===== config.mk =====
export PLATFORM = sky130hd
export DESIGN_NAME = ctrl_regs
export DESIGN_NICKNAME = d
export VERILOG_FILES = /design/src/host_bus_pkg.sv /design/src/video_pkg.sv /design/src/ctrl_regs.sv
export VERILOG_INCLUDE_DIRS = /design/src
export SDC_FILE = /design/constraint.sdc
export NUM_CORES = 1
export LEC_CHECK = 0
export BUFFER_PORTS_ARGS = -buffer_cell sky130_fd_sc_hd__buf_2
export CAP_MARGIN = 20
export CORE_ASPECT_RATIO = 0.7
export CORE_MARGIN = 4
export CORE_UTILIZATION = 43
export DETAILED_ROUTE_END_ITERATION = 10
export PLACE_DENSITY = 0.81
export SKIP_CTS_REPAIR_TIMING = 1
export SLEW_MARGIN = 40
export SYNTH_ARGS = -nofsm -noshare
export SYNTH_HDL_FRONTEND = slang
export SYNTH_SLANG_ARGS = --single-unit

===== constraint.sdc =====
create_clock -name clk_8mhz -period 1.8 [get_ports clk_8mhz]
set_clock_uncertainty 0.2 [all_clocks]
set_input_delay 0.09 -clock clk_8mhz [delete_from_list [all_inputs] [get_ports clk_8mhz]]
set_output_delay 0.09 -clock clk_8mhz [all_outputs]
set_load 0.02 [all_outputs]

===== src/c64_host_defs.svh =====
/*
 * shared constants for the host control plane: bus widths, region
 * nibbles, register offsets, memory depths, OSD colours, phase counter
 */
`ifndef C64_HOST_DEFS_SVH
`define C64_HOST_DEFS_SVH

// host bus
`define HOST_ADDR_W 32
`define HOST_DATA_W 32

// region select, top address nibble
`define REGION_ROM_TOP 4'h0
`define REGION_WORK    4'h1
`define REGION_PAD     4'h2
`define REGION_CTRL    4'h3

// loader window, upper 16 address bits
`define LOADER_BASE_HI 16'h5000

// offsets inside a region (addr[27:0])
`define PAD1_OFS        28'h000_0000
`define PAD2_OFS        28'h000_0004
`define CTRL_OSD_OFS    28'h000_0000
`define CTRL_KBD_LO_OFS 28'h000_0004
`define CTRL_KBD_HI_OFS 28'h000_0008
`define CTRL_CORE_OFS   28'h000_000c

// memory depths
`define WORK_AW 8
`define MAIN_AW 16

// osd colours
`define OSD_FG_RGB 24'hff_ff_ff
`define OSD_BG_RGB 24'h30_40_50

`define PHASE_CNT_W 3

`endif


===== src/host_bus_pkg.sv =====
/*
 * host bus request and response structs, region enum
 * and the 1 MHz phase enable pair
 */
`include "c64_host_defs.svh"

package host_bus_pkg;

  // master to slave, held until ready is seen
  typedef struct packed {
    logic                      valid;
    logic [`HOST_ADDR_W-1:0]   addr;
    logic [`HOST_DATA_W-1:0]   wdata;
    logic [`HOST_DATA_W/8-1:0] wstrb;
  } host_req_t;

  // ready is a single-cycle pulse, rdata valid with it
  typedef struct packed {
    logic                    ready;
    logic [`HOST_DATA_W-1:0] rdata;
  } host_rsp_t;

  typedef enum logic [2:0] {
    UNMAPPED,
    WORK,
    PAD,
    CTRL,
    LOADER
  } region_e;

  // one-cycle enables, 4 cycles apart
  typedef struct packed {
    logic ph1;
    logic ph2;
  } phase_t;

endpackage


===== src/video_pkg.sv =====
/*
 * video beat struct and OSD control register layout
 */

package video_pkg;

  // one pixel clock worth of video
  typedef struct packed {
    logic [23:0] rgb;
    logic        hs;
    logic        vs;
    logic        de;
  } video_beat_t;

  // enable sits in bit 0, tall in bit 1
  typedef struct packed {
    logic tall;
    logic enable;
  } osd_ctrl_t;

endpackage


===== src/ctrl_regs.sv =====
/*
 * osd, keyboard mask and core control registers,
 * controller key readback and joystick port routing
 */
`timescale 1ns/1ps
`include "c64_host_defs.svh"

module ctrl_regs
  import host_bus_pkg::*;
  import video_pkg::*;
(
  input  logic                    clk_8mhz,
  input  logic                    rst,
  input  host_req_t               i_bus,
  input  region_e                 i_region,
  input  logic [15:0]             i_pad1_key,
  input  logic [15:0]             i_pad2_key,
  output logic [`HOST_DATA_W-1:0] o_pad_rdata,
  output logic [`HOST_DATA_W-1:0] o_ctrl_rdata,
  output osd_ctrl_t               o_osd_ctrl,
  output logic [6:0]              o_core_ctrl,
  output logic [63:0]             o_keyboard_mask,
  output logic [4:0]              o_joystick1,
  output logic [4:0]              o_joystick2
);

  logic [27:0] ofs;
  logic        wr_full;

  // select 1 = pad1, 2 = pad2, else idle
  function automatic logic [4:0] joy_route(input logic [1:0]  sel,
                                           input logic [15:0] pad1,
                                           input logic [15:0] pad2);
    case (sel)
      2'd1:    return pad1[4:0];
      2'd2:    return pad2[4:0];
      default: return 5'd0;
    endcase
  endfunction

  assign ofs = i_bus.addr[27:0];

  // only full-word writes touch the registers
  assign wr_full = i_bus.valid && (i_region == CTRL) && (i_bus.wstrb == 4'hf);

  always_ff @(posedge clk_8mhz) begin
    if (rst) begin
      o_osd_ctrl      <= '0;
      o_keyboard_mask <= '0;
      o_core_ctrl     <= '0;
    end else if (wr_full) begin
      case (ofs)
        `CTRL_OSD_OFS:    o_osd_ctrl <= osd_ctrl_t'(i_bus.wdata[1:0]);
        `CTRL_KBD_LO_OFS: o_keyboard_mask[31:0] <= i_bus.wdata;
        `CTRL_KBD_HI_OFS: o_keyboard_mask[63:32] <= i_bus.wdata;
        `CTRL_CORE_OFS:   o_core_ctrl <= i_bus.wdata[6:0];
        default: ;
      endcase
    end
  end

  // core ctrl [2:1] -> port 1, [4:3] -> port 2
  assign o_joystick1 = joy_route(o_core_ctrl[2:1], i_pad1_key, i_pad2_key);
  assign o_joystick2 = joy_route(o_core_ctrl[4:3], i_pad1_key, i_pad2_key);

  always_comb begin
    case (ofs)
      `PAD1_OFS: o_pad_rdata = {16'h0000, i_pad1_key};
      `PAD2_OFS: o_pad_rdata = {16'h0000, i_pad2_key};
      default:   o_pad_rdata = '0;
    endcase
  end

  assign o_ctrl_rdata = (ofs == `CTRL_CORE_OFS) ? {25'h0, o_core_ctrl} : '0;

endmodule


==> results.ini <==
[status]
outcome = complete, no violations

[placement]
dp_hpwl_um = 9800
portBuffers = 207
post-place-cells = 748
globalplace.congestion = 0.852

[synthesis]
synth_area_sq_um = 4000
synth_edf_count = 0
synthTopCellsByArea = dfxtp_1 (37%), mux2i_1 (15%), nand2b_1 (9.8%), buf_4 (8.1%), o31ai_1 (5.3%)
yosysWarningCount = 0
ys_seq_area_frac = 0.365
synth_top_area_frac = 0.365
synth.distinct_cells = 28
synth_seq_cells = 73
synth_common_cells = dfxtp_1 (73), nand2b_1 (63), mux2i_1 (61)
yosysMostFrequentCell = dfxtp_1
async_reset_ff_frac = 0
synth_area_leader_cell = dfxtp_1
synth_flop_cell = dfxtp_1
syn_area_per_cell_sq_um = 9.20
netlist_instances = 435

[setup_path]
cp.arrival_ns = 1.49
crit_fanout = 16
cp.required_ns = 1.51
path_class = in2out
cp-start-kind = input pin
critPathCaptureType = output port

[detailed_routing]
drc = 0
post_drt_wl_per_cell_um = 17.1
via_count = 4154
drt_iter0_drc = 263
first_pass_iters = 5
antenna_left = 0
via_per_inst = 5.21
drt-total-wl_um = 13600

[global_routing]
grt_pass1_vias = 3734
gr-total-overflow = 0
grt_max_degree = 38
grt_use_total = 0.212
antenna_found_initial = 0
grt_pass1_wl_um = 18700

[finish]
antenna_cells = 0
layout-drive-gt1-share = 0.390
fin_nets = 779
syn_to_final_growth_pct = 45.8
instances_no_fill = 798
final_util = 0.644
fillers = 739

[power]
leakagePower_nw = 2.85
irDropWorstVdd_uv = 476
power.density_nw_per_um2 = 675
power.total_mw = 3.94

[clocking]
cts_tree = done
path_clk_slew_ns = 0.06
ctsHtreeMaxLevel = 3
clockBufferDepth = 2
cts.sinks = 73
root_buffer = clkbuf_16
insertion_delay_ns = 0.31
cts_made_buffers = 9

[sta]
period_needed_ns = 1.78
hold_violations = 0
max_freq_mhz = 560
setup_viol = 0
rsz0062_at_grt = true
period_share = 0.991
slew_violations = 0
fin_hold_ws_ns = 0.155

[floorplanning]
die_h_um = 88.7
rows = 29
die_w_um = 123
core_sq_um = 9070
initial_core_util = 0.441
dieArea_sq_um = 10900
io_pins = 253

[run]
maxCapViolCount = 0

[min_path]
min_path_type = in2reg

## layer usage
metal  vias to the layer above  share of wire  global-route usage
met5                         -              0                   0
met4                         0          0.028              0.0422
met3                        37          0.071              0.0403
met2                       239           0.51               0.381
met1                      1942           0.39               0.269
li1                       1936              -                   -
## cells by family (layout without fill, tap and decap cells)
family          count (synthesis)  after routing  synth area share
simple gates                  149            149             0.234
buf+inv                        81            280             0.129
flops                          73             73             0.365
compound gates                 66             66             0.106
mux                            61             61             0.153
fa+ha+maj                       4              4            0.0125
other cells                     1             41          0.000937
## layout by cell type (no fill, tap or decap), types with 2 or more instances in the layout
master / count
nand4b_1: 2
nand4_1: 31
and2_4: 3
dfxtp_2: 3
buf_12: 5
a21oi_1: 28
a22oi_2: 2
buf_6: 8
inv_1: 4
dfxtp_1: 70
clkbuf_16: 9
and4b_1: 3
buf_2: 199
nor2_1: 27
bufinv_16: 2
nand3_1: 2
and4_4: 2
dlygate4sd3_1: 32
mux2i_1: 61
nor4_4: 6
nand2b_1: 63
clkinv_4: 2
a22oi_1: 8
and2_1: 4
buf_4: 16
o31ai_1: 28
ha_1: 3
conb_1: 41
## flip-flops by register name, summed over array words and instances, names as in the netlist
signal           count
o_keyboard_mask     64
o_core_ctrl          7
o_osd_ctrl           2
## power breakdown
part	leakage, nW	switching, mW	total, mW	internal [mW]
combinational	2.10	0.224	0.413	0.189
clock	0.157	0.691	1.91	1.22
sequential	0.589	0.0000000000257	1.62	1.62
## cell type report
cell class | count | area, sq um | area share
multi-input combinational | 321 | 2260 | 0.387
inverter | 4 | 15.0 | 0.00257
timing repair buffer | 260 | 1630 | 0.279
sequential | 73 | 1470 | 0.251
clock buffer | 10 | 229 | 0.0392
tap | 124 | 155 | 0.0266
clock inverter | 6 | 91.3 | 0.0156
## stage by stage
step / setup WS (ns) / cell area [sq um] / TNS, ns
floorplan: 0.0963 / 4150 / 0
global placement: -0.0369 / 5050 / -0.210
detailed placement: -0.179 / 5050 / -3.85
CTS: -0.182 / 5380 / -2.06
global route: -0.0294 / 5840 / -0.0789
finish: 0.0154 / 5840 / 0
## final timing paths
check | from | endpoint | slack, ns | depth (start not counted)
hold / removal | rst | o_keyboard_mask[47]$_SDFFE_PP0P_ | 0.16 | 3
setup reg to reg | o_keyboard_mask[19]$_SDFFE_PP0P_ | o_keyboard_mask[19]$_SDFFE_PP0P_ | 0.93 | 2
hold reg to reg | o_keyboard_mask[52]$_SDFFE_PP0P_ | o_keyboard_mask[52]$_SDFFE_PP0P_ | 0.27 | 2
setup / recovery | i_bus[58] | o_pad_rdata[15] | 0.02 | 7
## worst max-delay path: stages
cell and delay (ns):
buf_2 0.11, nor4_4 0.34, and4b_1 0.31, nand2_1 0.12, buf_12 0.17, nor2_1 0.14
buf_2 0.20
Note: power is estimated with default switching activity, not from simulation.
