`src/c64_host_defs.svh`:
```
/*
 * shared constants for the host control plane: bus widths, region
 * nibbles, register offsets, memory depths, OSD colours, phase counter
 */
`ifndef C64_HOST_DEFS_SVH
`define C64_HOST_DEFS_SVH

// host bus
`define HOST_ADDR_W 32
`define HOST_DATA_W 32

// region select, top address nibble
`define REGION_ROM_TOP 4'h0
`define REGION_WORK    4'h1
`define REGION_PAD     4'h2
`define REGION_CTRL    4'h3

// loader window, upper 16 address bits
`define LOADER_BASE_HI 16'h5000

// offsets inside a region (addr[27:0])
`define PAD1_OFS        28'h000_0000
`define PAD2_OFS        28'h000_0004
`define CTRL_OSD_OFS    28'h000_0000
`define CTRL_KBD_LO_OFS 28'h000_0004
`define CTRL_KBD_HI_OFS 28'h000_0008
`define CTRL_CORE_OFS   28'h000_000c

// memory depths
`define WORK_AW 8
`define MAIN_AW 16

// osd colours
`define OSD_FG_RGB 24'hff_ff_ff
`define OSD_BG_RGB 24'h30_40_50

`define PHASE_CNT_W 3

`endif

```
`src/host_bus_pkg.sv`:
```
/*
 * host bus request and response structs, region enum
 * and the 1 MHz phase enable pair
 */
`include "c64_host_defs.svh"

package host_bus_pkg;

  // master to slave, held until ready is seen
  typedef struct packed {
    logic                      valid;
    logic [`HOST_ADDR_W-1:0]   addr;
    logic [`HOST_DATA_W-1:0]   wdata;
    logic [`HOST_DATA_W/8-1:0] wstrb;
  } host_req_t;

  // ready is a single-cycle pulse, rdata valid with it
  typedef struct packed {
    logic                    ready;
    logic [`HOST_DATA_W-1:0] rdata;
  } host_rsp_t;

  typedef enum logic [2:0] {
    UNMAPPED,
    WORK,
    PAD,
    CTRL,
    LOADER
  } region_e;

  // one-cycle enables, 4 cycles apart
  typedef struct packed {
    logic ph1;
    logic ph2;
  } phase_t;

endpackage

```
`src/phase_bus_ctrl.sv`:
```
/*
 * 1 MHz two-phase enables, region decode of the host bus,
 * per-region ready rules and response data select
 */
`timescale 1ns/1ps
`include "c64_host_defs.svh"

module phase_bus_ctrl
  import host_bus_pkg::*;
(
  input  logic                    clk_8mhz,
  input  logic                    rst,
  input  host_req_t               i_bus,
  output host_rsp_t               o_bus,
  output region_e                 o_region,
  output phase_t                  o_phase,
  input  logic [`HOST_DATA_W-1:0] i_work_rdata,
  input  logic [`HOST_DATA_W-1:0] i_pad_rdata,
  input  logic [`HOST_DATA_W-1:0] i_ctrl_rdata,
  input  logic                    i_osd_busy,
  input  logic                    i_load_done
);

  logic [`PHASE_CNT_W-1:0] phase_cnt;
  logic                    ready_q;
  logic                    ready_d;
  logic                    is_write;
  logic [`HOST_DATA_W-1:0] rdata;
  region_e                 region;

  //////////////////////////////////////////////////////////////////////
  // phase enables

  always_ff @(posedge clk_8mhz) begin
    if (rst) begin
      phase_cnt <= '0;
    end else begin
      phase_cnt <= phase_cnt + 1'b1;
    end
  end

  // ph1 at count 0, ph2 half a period later
  assign o_phase = '{
    ph1: (phase_cnt == '0),
    ph2: (phase_cnt == {1'b1, {(`PHASE_CNT_W-1){1'b0}}})
  };

  //////////////////////////////////////////////////////////////////////
  // region decode

  always_comb begin
    case (i_bus.addr[`HOST_ADDR_W-1 -: 4])
      `REGION_ROM_TOP: region = UNMAPPED;
      `REGION_WORK:    region = WORK;
      `REGION_PAD:     region = PAD;
      `REGION_CTRL:    region = CTRL;
      default: begin
        region = (i_bus.addr[`HOST_ADDR_W-1 -: 16] == `LOADER_BASE_HI) ? LOADER : UNMAPPED;
      end
    endcase
  end

  assign o_region = region;
  assign is_write = (i_bus.wstrb != '0);

  //////////////////////////////////////////////////////////////////////
  // ready

  always_comb begin
    // base rule: one cycle after valid, never twice in a row
    ready_d = i_bus.valid && !ready_q;
    case (region)
      // osd fetch owns the work ram this cycle
      WORK:    ready_d = ready_d && !i_osd_busy;
      // loader writes finish on the ph1 after their ph2
      LOADER:  ready_d = ready_d && (!is_write || i_load_done);
      default: ;
    endcase
  end

  always_ff @(posedge clk_8mhz) begin
    if (rst) begin
      ready_q <= 1'b0;
    end else begin
      ready_q <= ready_d;
    end
  end

  // loader and unmapped reads come back as zero
  always_comb begin
    case (region)
      WORK:    rdata = i_work_rdata;
      PAD:     rdata = i_pad_rdata;
      CTRL:    rdata = i_ctrl_rdata;
      default: rdata = '0;
    endcase
  end

  assign o_bus = '{ready: ready_q, rdata: rdata};

endmodule

```
`config.mk`:
```
export PLATFORM = sky130hd
export DESIGN_NAME = phase_bus_ctrl
export DESIGN_NICKNAME = d
export VERILOG_FILES = /design/src/host_bus_pkg.sv /design/src/phase_bus_ctrl.sv
export VERILOG_INCLUDE_DIRS = /design/src
export SDC_FILE = /design/constraint.sdc
export NUM_CORES = 1
export LEC_CHECK = 0
export BUFFER_PORTS_ARGS = -buffer_cell sky130_fd_sc_hd__buf_4
export CAP_MARGIN = 20
export CORE_AREA = 4 4 78 80
export CTS_BUF_LIST = sky130_fd_sc_hd__clkbuf_2 sky130_fd_sc_hd__clkbuf_4 sky130_fd_sc_hd__clkbuf_8
export DETAILED_ROUTE_END_ITERATION = 7
export DIE_AREA = 0 0 82 84
export GPL_TIMING_DRIVEN = 0
export PLACE_DENSITY = 0.61
export SYNTH_ARGS = -nofsm -noshare
export SYNTH_HDL_FRONTEND = slang
export SYNTH_SLANG_ARGS = --single-unit
```
`constraint.sdc`:
```
create_clock -name clk_8mhz -period 1.05 [get_ports clk_8mhz]
set_input_delay 0.105 -clock clk_8mhz [delete_from_list [all_inputs] [get_ports clk_8mhz]]
set_output_delay 0.105 -clock clk_8mhz [all_outputs]
set_load 0.1 [all_outputs]
```
==> run summary <==
Status: finished, violations left
Violated checks: negative setup slack
WP data arrival: 1.19 ns
Antenna diodes: 0
Maximum vdd drop: 0.0006678 V
Comb power frac: 76.6%
Routed wire per std cell: 14.06 um
Fin area: 3451 um^2
Rel. slew slack: 80.14%
Share of cells above drive strength 1: 80.19%
FF-to-FF End: phase_cnt[2]
Final worst path period share: 123.5%
Nets: 481
Clock power frac: 15.2%
Die Height: 84 um
Core Area: 5405 um^2
Total Routing Usage GR: 15.21%
Asr flop ratio synth: 0%
Pins Over Slew Limit: 0
Starting Density: 17.18%
Drt drc: 0
Post-detailed-routing wire length: 5343 um
Synth top cells by count: 34 x nand2_1, 32 x mux2i_1, 26 x o21ai_0
CP Cell Sequence: buf_8 > buf_4 > nor2_4 > nand2_8 > clkbuf_16 > o21ai_4 > buf_12
Crit Path Class: input port to output pin
Final setup violating endpoints: 36
Worst-Margin Slew: 0.2895 ns
Share of power burned in registers: 8.2%
Crit path buf inv count: 4
Min-Delay Path Class: input port to register
PwrDens: 624.1 nW/um^2
CP startpoint kind: input port
CTS Buffer Depth: 2
Hold Path Depth: 2
Syn_nets: 307
Clk slew on worst S/H paths: 0.03 ns
Vias per cell: 4.387
Critical hold path startpoint: rst
Synth top area cells: mux2i_1 35%, o21ai_0 14%, nand2_1 14%
Fmax: 771.3 MHz
Number of fill cells: 435
Max_cap viols: 0
Row cnt: 27
Detailed placement HPWL: 4106 um
Hold path endpoint: phase_cnt[0]
Die X-Extent: 82 um
Top Ports: 207
RePlAce Congestion: 0.6920
Die area: 6888 um^2
Initial DRC count: 19
Clock root cell: clkbuf_8
Sequential area share after synthesis: 8.625%
Cts bufs inserted: 3
R2R Setup Slk: 0.08 ns
Port Buffer Count: 157
Number of flops mapped to enable cells by yosys: 0
Sw Share: 45.02%
Worst Path Required: 0.94 ns
Clock sinks: 4
Final hold vios: 0
Crit end category: output pin
Max Clock Skew: 0.0004574 ns
Final setup margin: -0.2466 ns
Main synth FF type: dfxtp_1
First-pass GRT wire length: 8349 um
CP Max Fanout: 10
Largest net degree at the start of global routing: 11
H-tree levels: 1
Area grow syn2layout: 271.7%
Cell variety after synth: 20
FF+latch count, synth: 4
Synth warn: 0
Crit path time final: 1.297 ns
Inst Count DP: 365
Post-Syn Instances: 136
Final Non-Filler Cells: 380
Worst stage delay on the critical path: 0.20 ns
Hold slack: 0.06523 ns
Synth Cell Area: 928.4 um^2
Area after DPL: 2739 um^2
Crit path max-delay family: buffers and inverters
R2r worst-path depth: 4
Syn Area/Cell: 6.826 um^2
CTS tree: built
Critical R2R Launch: phase_cnt[0]
Critical path's slowest cell: clkbuf_16
Yosys top cell area share: 34.50%
Total congestion overflow: 0
Int Power: 0.001184 W
Initial antenna violation count: 0
Via Count: 1667
RSZ-0062 raised after global routing: true
Count leader, synth: nand2_1
Synth area leader: mux2i_1
Via count of the first global-routing pass: 1862
TritonRoute pass-1 iters: 2
Worst skew pair latency: 0.22 ns
Sw Pwr: 0.0009697 W
ANT nets after route: 0
Leak: 1.586 nW
[per-stage QoR]
| stage | total power [W] | worst slack (ns) | util (%) | TNS (ns) |
|---|---|---|---|---|
| floorplan | 0.001070 | -0.1512 | - | -4.607 |
| global placement | 0.001557 | -0.5602 | 50.67 | -17.68 |
| detailed placement | 0.001567 | -0.5538 | 50.67 | -17.33 |
| finish | 0.002154 | -0.2466 | 63.84 | -7.485 |
| global route | 0.002248 | -0.2946 | 63.84 | -9.112 |
| CTS | 0.002143 | -0.2376 | 62.66 | -6.975 |
[final cells by class]
class	instances	area (um^2)	area share, %
Inverter	3	15.01	0.4351
Tap cell	72	90.09	2.611
Buffer	11	185.2	5.366
Multi-Input combinational cell	118	1257	36.44
Timing Repair Buffer	169	1779	51.56
Clock buffer	3	41.29	1.197
Sequential cell	4	82.58	2.393
[flip-flops by register name, summed over array words and instances, names as in the netlist]
| register | flops |
|---|---|
| phase_cnt | 3 |
| ready_q | 1 |
[kinds of logic (layout without fill, tap and decap cells)]
group | Yosys count | in the layout | synth area share [%]
flip-flops | 4 | 4 | 8.626
AO/OA/AOI/OAI | 33 | 33 | 18.19
XOR/XNOR | 1 | 1 | 0.9436
AND/OR/NAND/NOR | 50 | 50 | 25.74
buffers and inverters | 14 | 186 | 9.298
multiplexers | 32 | 32 | 34.50
adder cells (fa/ha/maj) | 2 | 2 | 2.695
[cell usage in the layout, fill, tap and decap left out, drive strengths merged, types with 2 or more instances in the layout]
cell / instances
inv: 2
mux2i: 32
nor2b: 2
nor4: 4
nor2: 5
o21ai: 32
nand2: 34
clkbuf: 7
dfxtp: 4
buf: 176
and2: 2
ha: 2
[power groups by stage]
| stage | registers (W) | logic (W) | clock network [W] |
|---|---|---|---|
| 6_report | 0.000176 | 0.00165 | 0.000327 |
| 3_3_place_gp | 0.000178 | 0.00138 | 0 |
| 5_1_grt | 0.000177 | 0.00173 | 0.000342 |
| 3_5_place_dp | 0.000178 | 0.00139 | 0 |
| 4_1_cts | 0.000175 | 0.00164 | 0.000332 |
| 2_1_floorplan | 0.000177 | 0.000894 | 0 |
[worst max-delay path by stage]
stage               startpoint         to  slack [ns]  depth (start not counted)
finish               i_bus[67]  o_bus[29]       -0.25                          7
global route         i_bus[67]   o_bus[8]       -0.29                          7
CTS                  i_bus[65]  o_bus[13]       -0.24                          7
detailed placement   i_bus[67]  o_bus[13]       -0.55                          6
global placement     i_bus[67]  o_bus[13]       -0.56                          6
floorplan            i_bus[64]  o_bus[18]       -0.15                          4
[timing repair]
item                                    in CTS  in global routing
resized for setup                          126                 13
cloned                                       1                  0
hold buffers                                 0                  0
setup buffers                                9                  3
pin swaps                                    7                  5
hold endpoints to repair                     0                  0
endpoints found under the setup margin      36                 36
[metal layers]
metal | GRT usage, % | part of all wire (%) | up-vias
li1 | - | - | 823
met1 | 15.25 | 32 | 751
met2 | 30.79 | 57 | 91
met3 | 3.132 | 11 | 2
met4 | 2.719 | 0.36 | 0
met5 | 0 | 0 | -
No activity file was read; power rests on OpenSTA's default activity.
